`config.mk`:
```
export PLATFORM = sky130hd
export DESIGN_NAME = pipeCore
export DESIGN_NICKNAME = d
export VERILOG_FILES = /design/src/logic/mipsPkg.sv /design/src/logic/hazard.sv /design/src/logic/regFile.sv /design/src/logic/decoder.sv /design/src/logic/divCtrl.sv /design/src/logic/iterTimer.sv /design/src/logic/divider.sv /design/src/logic/pipeCore.sv
export SDC_FILE = /design/constraint.sdc
export NUM_CORES = 2
export LEC_CHECK = 0
export CAP_MARGIN = 10
export CORE_UTILIZATION = 58
export DETAILED_ROUTE_END_ITERATION = 16
export DONT_BUFFER_PORTS = 1
export PLACE_DENSITY = 0.79
export SLEW_MARGIN = 5
export SYNTH_ARGS = -nofsm -noshare
export SYNTH_HDL_FRONTEND = slang
export SYNTH_SLANG_ARGS = --single-unit
```
`constraint.sdc`:
```
create_clock -name clk -period 5.77 [get_ports clk]
set_input_delay 1.154 -clock clk [delete_from_list [all_inputs] [get_ports clk]]
set_output_delay 1.154 -clock clk [all_outputs]
set_load 0.05 [all_outputs]
```
`src/logic/mipsPkg.sv`:
```
package mipsPkg;

	// machine word and register index widths
	localparam int dataW = 32;
	localparam int regAddrW = 5;

	// divider iteration count and its counter width
	localparam int divIters = 32;
	localparam int divCntW = $clog2(divIters);

	// E-stage operand source
	typedef enum logic [1:0] {
		fwdNone = 2'b00,
		fwdMem  = 2'b01,
		fwdWb   = 2'b10
	} fwdT;

	// primary opcodes, MIPS encodings
	typedef enum logic [5:0] {
		opRtype = 6'h00,
		opBeq   = 6'h04,
		opAddi  = 6'h08,
		opLw    = 6'h23,
		opSw    = 6'h2b
	} opT;

	// R-type function codes
	// div uses the divu slot, quotient goes to rd
	typedef enum logic [5:0] {
		fnDiv = 6'h1b,
		fnAdd = 6'h20,
		fnSub = 6'h22,
		fnAnd = 6'h24,
		fnOr  = 6'h25,
		fnSlt = 6'h2a
	} functT;

	typedef enum logic [2:0] {aluAdd, aluSub, aluAnd, aluOr, aluSlt} aluOpT;

	typedef enum logic [1:0] {divIdle, divRun, divDone} divStateT;

endpackage

```
`src/logic/hazard.sv`:
```
module hazard (
	// decode stage
	input logic [mipsPkg::regAddrW-1:0] rsD,
	input logic [mipsPkg::regAddrW-1:0] rtD,
	input logic branchD,
	output logic fwdAD,
	output logic fwdBD,
	// execute stage
	input logic [mipsPkg::regAddrW-1:0] rsE,
	input logic [mipsPkg::regAddrW-1:0] rtE,
	input logic [mipsPkg::regAddrW-1:0] writeRegE,
	input logic regWriteE,
	input logic memToRegE,
	input logic divBusyE,
	output mipsPkg::fwdT fwdAE,
	output mipsPkg::fwdT fwdBE,
	// memory and writeback stages
	input logic [mipsPkg::regAddrW-1:0] writeRegM,
	input logic [mipsPkg::regAddrW-1:0] writeRegW,
	input logic regWriteM,
	input logic regWriteW,
	input logic memToRegM,
	// stage controls
	output logic stallF,
	output logic stallD,
	output logic stallE,
	output logic flushE,
	output logic flushM
);
	import mipsPkg::*;

	logic lwStallD;
	logic branchStallD;
	logic holdD;

	// branch compare only sees M, W comes through the regfile bypass
	assign fwdAD = (rsD != '0) && regWriteM && (rsD == writeRegM);
	assign fwdBD = (rtD != '0) && regWriteM && (rtD == writeRegM);

	// ALU operands, newest producer first
	assign fwdAE = (rsE != '0) && regWriteM && (rsE == writeRegM) ? fwdMem :
		(rsE != '0) && regWriteW && (rsE == writeRegW) ? fwdWb : fwdNone;
	assign fwdBE = (rtE != '0) && regWriteM && (rtE == writeRegM) ? fwdMem :
		(rtE != '0) && regWriteW && (rtE == writeRegW) ? fwdWb : fwdNone;

	// load in E feeding the instruction in D
	assign lwStallD = memToRegE && ((rtE == rsD) || (rtE == rtD));

	// beq needs its operands in D
	// an ALU result still in E, or a load still in M, is too late
	assign branchStallD = branchD &&
		((regWriteE && ((writeRegE == rsD) || (writeRegE == rtD))) ||
		(memToRegM && ((writeRegM == rsD) || (writeRegM == rtD))));

	assign holdD = lwStallD || branchStallD;

	// divide freezes F, D and E and drains M
	assign stallF = holdD || divBusyE;
	assign stallD = holdD || divBusyE;
	assign stallE = divBusyE;
	assign flushM = divBusyE;

	// bubble behind a D stall, unless E is frozen anyway
	assign flushE = holdD && !divBusyE;

endmodule

```
`src/logic/regFile.sv`:
```
module regFile (
	input logic clk,
	input logic rst,
	input logic [mipsPkg::regAddrW-1:0] ra1,
	input logic [mipsPkg::regAddrW-1:0] ra2,
	input logic [mipsPkg::regAddrW-1:0] wa,
	input logic we,
	input logic [mipsPkg::dataW-1:0] wd,
	output logic [mipsPkg::dataW-1:0] rd1,
	output logic [mipsPkg::dataW-1:0] rd2
);
	import mipsPkg::*;

	logic [dataW-1:0] regs [1 << regAddrW];

	// r0 never written
	always_ff @(posedge clk) begin
		if (rst) begin
			for (int i = 0; i < (1 << regAddrW); i++)
				regs[i] <= '0;
		end else if (we && (wa != '0)) begin
			regs[wa] <= wd;
		end
	end

	// r0 reads zero, a same-cycle write shows through
	function automatic logic [dataW-1:0] readPort(input logic [regAddrW-1:0] ra);
		if (ra == '0)
			return '0;
		if (we && (wa == ra))
			return wd;
		return regs[ra];
	endfunction

	always_comb begin
		rd1 = readPort(ra1);
		rd2 = readPort(ra2);
	end

endmodule

```
`src/logic/decoder.sv`:
```
module decoder (
	input mipsPkg::opT op,
	input mipsPkg::functT funct,
	output logic regWrite,
	output logic memToReg,
	output logic memWrite,
	output logic aluSrcImm,
	output logic regDst,
	output logic branch,
	output logic isDiv,
	output mipsPkg::aluOpT aluOp
);
	import mipsPkg::*;

	always_comb begin
		// bubble unless a known encoding says otherwise
		regWrite = 1'b0;
		memToReg = 1'b0;
		memWrite = 1'b0;
		aluSrcImm = 1'b0;
		regDst = 1'b0;
		branch = 1'b0;
		isDiv = 1'b0;
		aluOp = aluAdd;
		case (op)
			opRtype: begin
				// only listed functions write rd
				regDst = 1'b1;
				regWrite = 1'b1;
				case (funct)
					fnAdd: aluOp = aluAdd;
					fnSub: aluOp = aluSub;
					fnAnd: aluOp = aluAnd;
					fnOr: aluOp = aluOr;
					fnSlt: aluOp = aluSlt;
					fnDiv: isDiv = 1'b1;
					default: begin
						regWrite = 1'b0;
						regDst = 1'b0;
					end
				endcase
			end
			opAddi: begin
				regWrite = 1'b1;
				aluSrcImm = 1'b1;
			end
			opLw: begin
				regWrite = 1'b1;
				memToReg = 1'b1;
				aluSrcImm = 1'b1;
			end
			opSw: begin
				memWrite = 1'b1;
				aluSrcImm = 1'b1;
			end
			// compare happens in D, ALU op unused
			opBeq: begin
				branch = 1'b1;
				aluOp = aluSub;
			end
			default: ;
		endcase
	end

endmodule

```
`src/logic/divCtrl.sv`:
```
module divCtrl (
	input logic clk,
	input logic rst,
	input logic start,
	input logic iterDone,
	output logic load,
	output logic step,
	output logic busy
);
	import mipsPkg::*;

	divStateT state;
	divStateT stateNext;

	always_ff @(posedge clk) begin
		if (rst)
			state <= divIdle;
		else
			state <= stateNext;
	end

	always_comb begin
		stateNext = state;
		load = 1'b0;
		step = 1'b0;
		busy = 1'b0;
		case (state)
			// start cycle already counts as busy
			divIdle: begin
				if (start) begin
					load = 1'b1;
					busy = 1'b1;
					stateNext = divRun;
				end
			end
			// one quotient bit per cycle
			divRun: begin
				step = 1'b1;
				busy = 1'b1;
				if (iterDone)
					stateNext = divDone;
			end
			// quotient valid, busy low so the div leaves E
			divDone: stateNext = divIdle;
			default: stateNext = divIdle;
		endcase
	end

endmodule

```
`src/logic/iterTimer.sv`:
```
module iterTimer (
	input logic clk,
	input logic rst,
	input logic load,
	input logic step,
	output logic iterDone
);
	import mipsPkg::*;

	// steps left minus one
	logic [divCntW-1:0] count;

	always_ff @(posedge clk) begin
		if (rst)
			count <= '0;
		else if (load)
			count <= divCntW'(divIters - 1);
		else if (step)
			count <= count - 1'b1;
	end

	// last step is the one taken at zero
	assign iterDone = step && (count == '0);

endmodule

```
`src/logic/divider.sv`:
```
module divider (
	input logic clk,
	input logic rst,
	input logic start,
	input logic [mipsPkg::dataW-1:0] dividend,
	input logic [mipsPkg::dataW-1:0] divisor,
	output logic [mipsPkg::dataW-1:0] quotient,
	output logic busy
);
	import mipsPkg::*;

	logic load;
	logic step;
	logic iterDone;

	// partial remainder, quotient shifter, latched divisor
	logic [dataW-1:0] remR;
	logic [dataW-1:0] quoR;
	logic [dataW-1:0] dvsR;

	// remainder shifted left with next dividend bit
	logic [dataW:0] trial;
	logic [dataW:0] diff;

	divCtrl divCtrl_inst (
		.clk(clk),
		.rst(rst),
		.start(start),
		.iterDone(iterDone),
		.load(load),
		.step(step),
		.busy(busy)
	);

	iterTimer iterTimer_inst (
		.clk(clk),
		.rst(rst),
		.load(load),
		.step(step),
		.iterDone(iterDone)
	);

	assign trial = {remR, quoR[dataW-1]};
	assign diff = trial - {1'b0, dvsR};

	// restoring step, borrow means keep the shifted remainder
	// zero divisor never borrows, all ones falls out
	always_ff @(posedge clk) begin
		if (load) begin
			remR <= '0;
			quoR <= dividend;
			dvsR <= divisor;
		end else if (step) begin
			remR <= diff[dataW] ? trial[dataW-1:0] : diff[dataW-1:0];
			quoR <= {quoR[dataW-2:0], ~diff[dataW]};
		end
	end

	assign quotient = quoR;

endmodule

```
`src/logic/pipeCore.sv`:
```
module pipeCore (
	input logic clk,
	input logic rst,
	input logic [mipsPkg::dataW-1:0] instrF,
	input logic [mipsPkg::dataW-1:0] readData,
	output logic [mipsPkg::dataW-1:0] pcF,
	output logic [mipsPkg::dataW-1:0] dataAddr,
	output logic [mipsPkg::dataW-1:0] writeData,
	output logic memWrite
);
	import mipsPkg::*;

	// hazard controls
	logic stallF, stallD, stallE, flushE, flushM;
	logic fwdAD, fwdBD;
	fwdT fwdAE, fwdBE;

	// decode stage
	logic [dataW-1:0] instrD, pcPlus4D, immD, rd1D, rd2D, cmpAD, cmpBD, pcBranchD;
	logic [regAddrW-1:0] rsD, rtD, rdD, writeRegD;
	logic regWriteD, memToRegD, memWriteD, aluSrcImmD, regDstD, branchD, isDivD, pcSrcD;
	aluOpT aluOpD;

	// execute stage
	logic [dataW-1:0] rd1E, rd2E, immE, srcAE, srcBE, writeDataE, aluResE, resultE;
	logic [dataW-1:0] quotientE;
	logic [regAddrW-1:0] rsE, rtE, writeRegE;
	logic regWriteE, memToRegE, memWriteE, aluSrcImmE, isDivE, divBusyE;
	aluOpT aluOpE;

	// memory and writeback stages
	logic [dataW-1:0] aluOutM, writeDataM, aluOutW, readDataW, resultW;
	logic [regAddrW-1:0] writeRegM, writeRegW;
	logic regWriteM, memToRegM, memWriteM, regWriteW, memToRegW;

	////////////////////////////////////////
	// fetch
	////////////////////////////////////////

	// taken beq redirects after its delay slot is fetched
	always_ff @(posedge clk) begin
		if (rst)
			pcF <= '0;
		else if (!stallF)
			pcF <= pcSrcD ? pcBranchD : pcF + 4;
	end

	// reset leaves an all-zero word, which decodes to nothing
	always_ff @(posedge clk) begin
		if (rst) begin
			instrD <= '0;
			pcPlus4D <= '0;
		end else if (!stallD) begin
			instrD <= instrF;
			pcPlus4D <= pcF + 4;
		end
	end

	////////////////////////////////////////
	// decode
	////////////////////////////////////////

	assign rsD = instrD[25:21];
	assign rtD = instrD[20:16];
	assign rdD = instrD[15:11];
	assign immD = {{(dataW - 16){instrD[15]}}, instrD[15:0]};
	assign writeRegD = regDstD ? rdD : rtD;

	decoder decoder_inst (
		.op(opT'(instrD[31:26])),
		.funct(functT'(instrD[5:0])),
		.regWrite(regWriteD),
		.memToReg(memToRegD),
		.memWrite(memWriteD),
		.aluSrcImm(aluSrcImmD),
		.regDst(regDstD),
		.branch(branchD),
		.isDiv(isDivD),
		.aluOp(aluOpD)
	);

	regFile regFile_inst (
		.clk(clk),
		.rst(rst),
		.ra1(rsD),
		.ra2(rtD),
		.wa(writeRegW),
		.we(regWriteW),
		.wd(resultW),
		.rd1(rd1D),
		.rd2(rd2D)
	);

	// early branch compare, M forwarded
	assign cmpAD = fwdAD ? aluOutM : rd1D;
	assign cmpBD = fwdBD ? aluOutM : rd2D;
	assign pcSrcD = branchD && (cmpAD == cmpBD);
	assign pcBranchD = pcPlus4D + {immD[dataW-3:0], 2'b00};

	// D/E control, bubbled on flush
	always_ff @(posedge clk) begin
		if (rst) begin
			regWriteE <= 1'b0;
			memToRegE <= 1'b0;
			memWriteE <= 1'b0;
			isDivE <= 1'b0;
			rsE <= '0;
			rtE <= '0;
			writeRegE <= '0;
		end else if (!stallE) begin
			regWriteE <= regWriteD && !flushE;
			memToRegE <= memToRegD && !flushE;
			memWriteE <= memWriteD && !flushE;
			isDivE <= isDivD && !flushE;
			rsE <= rsD;
			rtE <= rtD;
			writeRegE <= writeRegD;
		end
	end

	// D/E payload
	always_ff @(posedge clk) begin
		if (!stallE) begin
			rd1E <= rd1D;
			rd2E <= rd2D;
			immE <= immD;
			aluOpE <= aluOpD;
			aluSrcImmE <= aluSrcImmD;
		end
	end

	////////////////////////////////////////
	// execute
	////////////////////////////////////////

	always_comb begin
		case (fwdAE)
			fwdMem: srcAE = aluOutM;
			fwdWb: srcAE = resultW;
			default: srcAE = rd1E;
		endcase
		case (fwdBE)
			fwdMem: writeDataE = aluOutM;
			fwdWb: writeDataE = resultW;
			default: writeDataE = rd2E;
		endcase
	end

	assign srcBE = aluSrcImmE ? immE : writeDataE;

	always_comb begin
		case (aluOpE)
			aluSub: aluResE = srcAE - srcBE;
			aluAnd: aluResE = srcAE & srcBE;
			aluOr: aluResE = srcAE | srcBE;
			// signed compare
			aluSlt: aluResE = {{(dataW - 1){1'b0}}, $signed(srcAE) < $signed(srcBE)};
			default: aluResE = srcAE + srcBE;
		endcase
	end

	// operands latched on the start cycle, so later forwarding changes are harmless
	divider divider_inst (
		.clk(clk),
		.rst(rst),
		.start(isDivE),
		.dividend(srcAE),
		.divisor(writeDataE),
		.quotient(quotientE),
		.busy(divBusyE)
	);

	assign resultE = isDivE ? quotientE : aluResE;

	// E/M, bubbles while a divide holds E
	always_ff @(posedge clk) begin
		if (rst) begin
			regWriteM <= 1'b0;
			memToRegM <= 1'b0;
			memWriteM <= 1'b0;
			writeRegM <= '0;
		end else begin
			regWriteM <= regWriteE && !flushM;
			memToRegM <= memToRegE && !flushM;
			memWriteM <= memWriteE && !flushM;
			writeRegM <= writeRegE;
		end
	end

	always_ff @(posedge clk) begin
		aluOutM <= resultE;
		writeDataM <= writeDataE;
	end

	////////////////////////////////////////
	// memory and writeback
	////////////////////////////////////////

	assign dataAddr = aluOutM;
	assign writeData = writeDataM;
	assign memWrite = memWriteM;

	always_ff @(posedge clk) begin
		if (rst) begin
			regWriteW <= 1'b0;
			memToRegW <= 1'b0;
			writeRegW <= '0;
		end else begin
			regWriteW <= regWriteM;
			memToRegW <= memToRegM;
			writeRegW <= writeRegM;
		end
	end

	always_ff @(posedge clk) begin
		aluOutW <= aluOutM;
		readDataW <= readData;
	end

	assign resultW = memToRegW ? readDataW : aluOutW;

	hazard hazard_inst (
		.rsD(rsD),
		.rtD(rtD),
		.branchD(branchD),
		.fwdAD(fwdAD),
		.fwdBD(fwdBD),
		.rsE(rsE),
		.rtE(rtE),
		.writeRegE(writeRegE),
		.regWriteE(regWriteE),
		.memToRegE(memToRegE),
		.divBusyE(divBusyE),
		.fwdAE(fwdAE),
		.fwdBE(fwdBE),
		.writeRegM(writeRegM),
		.writeRegW(writeRegW),
		.regWriteM(regWriteM),
		.regWriteW(regWriteW),
		.memToRegM(memToRegM),
		.stallF(stallF),
		.stallD(stallD),
		.stallE(stallE),
		.flushE(flushE),
		.flushM(flushM)
	);

endmodule

```
==> impl.org <==
** Power and ir drop
- Cell internal power was estimated by the tool at 20.5 mW.
- Of the total power, the share spent switching nets is 0.345.
- Sequential Power Share :: 0.424
- Overall power of the completed layout :: 31.3 mW
- Summed over all cells, the static leakage comes to 33.2 nW.
- For this design the total switching power over the nets is 10.8 mW.
- Power density of the placed cells :: 351 nW/um2
- Worst-case vdd ir drop :: 0.293 mV
- The share of total power dissipated in combinational logic is 0.246.
- The share of total power dissipated in the clock network is 0.330.

** Yosys
- In this run, synthesis produced a sequential element count of 1,479.
- Synthesized cell area :: 80,000 um2
- The share of the synthesized area in compound gates (AO/OA/AOI/OAI) came to 0.0814.
- Of the post-synthesis cell area, the dominant cell type holds 0.440.
- The synthesized design contains 1,172 enable-type register cells.
- Post-synth top flop :: edfxtp_1
- Combinational family with the most area after synthesis :: multiplexers
- After synthesis, the netlist uses 94 different library cells.
- Fraction of the mapped netlist area in simple logic gates :: 0.115
- The share of the Yosys chip area taken by registers is 0.517.
- Proportion of synthesized flip-flops having asynchronous set or reset :: 0
- Xor and xnor area share after synthesis :: 0.0186
- Portion of netlist area occupied by mux cells :: 0.205
- Post-synthesis adder-cell area fraction :: 0.0241
- Average instance area after synthesis :: 12.3 um2
- Cell taking the most area after synthesis :: edfxtp_1
- After synthesis, the cell types taking the most area are edfxtp_1, mux4_2, dfxtp_1.
- Yosys printed 0 warnings.
- Synthesis produced 6,515 cells.

** Routing
- Final routed wirelength across all metal layers :: 287,000 um
- Once detail routing completed, the nets flagged for antenna violations numbered 0.
- Using the TritonRoute via totals, the vias-per-cell ratio works out to 7.22.
- Routed len/inst :: 33.8 um
- DRC :: 0
- Vias :: 61,300
- Drt first-iter violations :: 10,100
- Drt first pass iters :: 8

** CTS
- The clock passes through at most 3 buffers.
- In this run the number of H-tree levels came out at 4.
- Clock sink count :: 1,479
- Clock latency on the worst-skew pair :: 850 ps
- CTS tree :: done
- CTS Root Cell :: clkbuf_16
- Buffers inserted during clock tree synthesis total 156.
- Clock-pin slew was measured on the worst setup and hold paths at 70 ps.

** Min path
- Class of the tightest hold or removal check :: input port to register
- The worst hold path begins at readData[11].

** Placed design
- The congestion estimate from routability-driven global placement came to 1.07.
- Placed wire-length estimate after detailed placement :: 185,000 um
- Once placement completed, the tool counted placed cells totaling 8,176.
- During placement, the flow inserted port buffers numbering 0.

** STA
- RSZ-0062 raised after global routing :: no
- Number of endpoints with negative hold slack in the final report :: 0
- Final clock skew :: 71.6 ps
- The clock period could shrink to 5570 ps.
- At the pin with the least slew margin, the transition time is 1360 ps.
- In this run the tightest slew margin relative to its limit is 0.0952.
- Finish-stage setup viols :: 0
- Static timing analysis puts the maximum clock frequency at 180 MHz.
- The final count of pins violating max slew is 0.
- Final worst hold slack :: 354 ps
- Final clock period utilization by the worst path :: 0.965
- Setup total negative slack :: 0 ps

** Worst setup path
- In this run the critical register-to-register path is launched from rtE[0]$_SDFFE_PP0N_.
- Data required time at the worst endpoint :: 6450 ps
- Along the worst path, the maximum fanout reaches 18.
- Path type of the worst setup path :: register to register
- The worst setup path is launched from a register.
- The most critical setup path has its startpoint at rtE[0]$_SDFFE_PP0N_.
- Arrival time worst endpoint :: 6250 ps
- Element type at the critical path end :: register

** Die
- Io pins :: 163
- The initial utilization of the core area, before any placement, comes to 0.588.
- Row Count :: 135
- The die covers 139,000 um2.
- Core region area :: 136,000 um2
- Die X :: 373 um
- Die outline height :: 373 um

** Global routing
- For this run the aggregate overflow at the end of global routing stands at 0.
- GR Util All Layers :: 0.406
- The number of global-route vias before repair came to 60,600.
- The number of antenna violations at the first check in global routing is 17.
- Global-route wire length before repair :: 410,000 um
- Largest net degree at the start of global routing :: 201

** Cells and area
- Commonest cells after routing, fill and taps aside :: nor2_1, edfxtp_1, mux4_2
- Post-Layout Cell Count :: 8,480
- From synthesis to final layout, the design area changed by 11.5%.
- Layout Utilization :: 0.655
- The layout has 9,495 filler cells.
- For this run, the post-layout net count is 6,775.
- Layout cell share with drive strength beyond 1 :: 0.221
- Commonest non-fill, non-tap cell in the layout :: nor2_1

** Status
- Run status :: finished clean

** Run
- Max Cap Viol :: 0
cell type report:
type,instances,area [um2],share of cell area
sequential,1479,41400,0.464
multi-input combinational,4340,36300,0.407
clock buffer,203,4310,0.0483
timing repair buffer,411,3480,0.0391
tap,1781,2230,0.0250
clock inverter,81,870,0.00975
inverter,169,637,0.00714
antenna,16,40.0,0.000449
routing by layer:
metal,GRT usage,routed length (um),up-vias
met5,0,20,-
met4,0.279,23500,2
met3,0.141,43100,1506
met2,0.630,130000,5752
met1,0.477,89600,29500
li1,-,-,24500
cell usage after synthesis (11+ instances only):
cell      number
o31ai_1       23
nor2b_1       44
or2_2         11
dfxtp_1      307
xnor2_1      107
nand4_1       29
nand2b_1      69
and3_1        35
o21ai_0      224
o22ai_1       15
o21bai_1      23
ha_1         149
and4_1        14
a21oi_1      224
a21boi_0      12
a21o_1        55
xor2_1        63
o21ai_1       15
a22oi_1       21
buf_2         55
a31oi_1       33
buf_6         37
o211ai_1      26
and2_1        22
nor3_1        53
a221oi_1      12
o21a_1        19
buf_1         30
clkbuf_1     427
inv_1        167
mux2i_1      158
mux4_2       630
a211o_1       16
nand2_1      376
o221ai_1      19
nor4_1        20
edfxtp_1    1172
a211oi_1     105
or3_1         22
mux2_2        53
nor2_1      1340
nand3_1       81
state kept, by name, indices dropped and copies added (netlist names), 2 cells and up, named ones only:
| signal | count |
|---|---|
| dataAddr | 32 |
| writeRegE | 5 |
| divider_inst.quotient | 32 |
| divider_inst.dvsR | 32 |
| pcPlus4D | 32 |
| instrD | 32 |
| rsE | 5 |
| rd2E | 32 |
| aluOpE | 3 |
| rtE | 5 |
| divider_inst.divCtrl_inst.state | 2 |
| aluOutW | 32 |
| writeData | 32 |
| immE | 16 |
| divider_inst.iterTimer_inst.count | 5 |
| rd1E | 32 |
| divider_inst.remR | 32 |
| pcF | 32 |
| writeRegM | 5 |
| writeRegW | 5 |
| regFile_inst.regs | 1024 |
| readDataW | 32 |
worst max-delay path, cell delays in order (launching register included):
cell and delay (ps):
dfxtp_1 320, or4_1 550, o211a_1 260, and2_2 230
buf_4 200, o21ai_0 140, o21ai_0 140, mux2_2 320
ha_1 350, buf_4 170, a21oi_1 200, nor2_1 110
o41ai_1 330, buf_4 180, a21bo_2 140, a31oi_1 140
o21ai_1 240, a21oi_1 160, a41o_1 300, a31oi_1 230
a211oi_1 150, o211a_1 220, o32a_1 340
power by group through the flow:
stage / registers, mW / logic, mW / clock network (mW)
finish: 13.3 / 7.71 / 10.3
global route: 13.3 / 7.95 / 10.7
floorplan: 13.3 / 4.32 / 0
detailed placement: 13.5 / 7.31 / 0
global placement: 13.4 / 7.26 / 0
CTS: 13.3 / 7.38 / 10.3
final timing paths:
kind	end	slack, ps	cells past startpoint
setup / recovery	dataAddr[31]$_DFF_P_	200	22
hold / removal	readDataW[11]$_DFF_P_	350	0
setup reg to reg	dataAddr[31]$_DFF_P_	200	22
hold reg to reg	memWrite$_SDFF_PP0_	470	1
logic make-up (layout without fill, tap and decap cells):
family	after synthesis	after routing
AOI/OAI and AO/OA	979	979
xor gates and xnor gates	170	170
adders and majority gates	152	152
buffers and inverters	727	864
DFF	1479	1479
muxes	845	845
other	1	48
and+or+nand+nor	2162	2162
through the flow:
step	cell area (um2)	setup WS, ps
2_1_floorplan	80100	23.2
3_3_place_gp	83900	193
3_5_place_dp	83900	184
4_1_cts	89100	108
5_1_grt	89200	0.573
6_report	89200	204
timing repair:
action | in CTS | in global routing
hold buffers | 0 | 0
setup buffers | 0 | 2
gates resized for setup | 0 | 12
endpoints found under the setup margin | 0 | 8
Power figures use the tool's default switching activity.
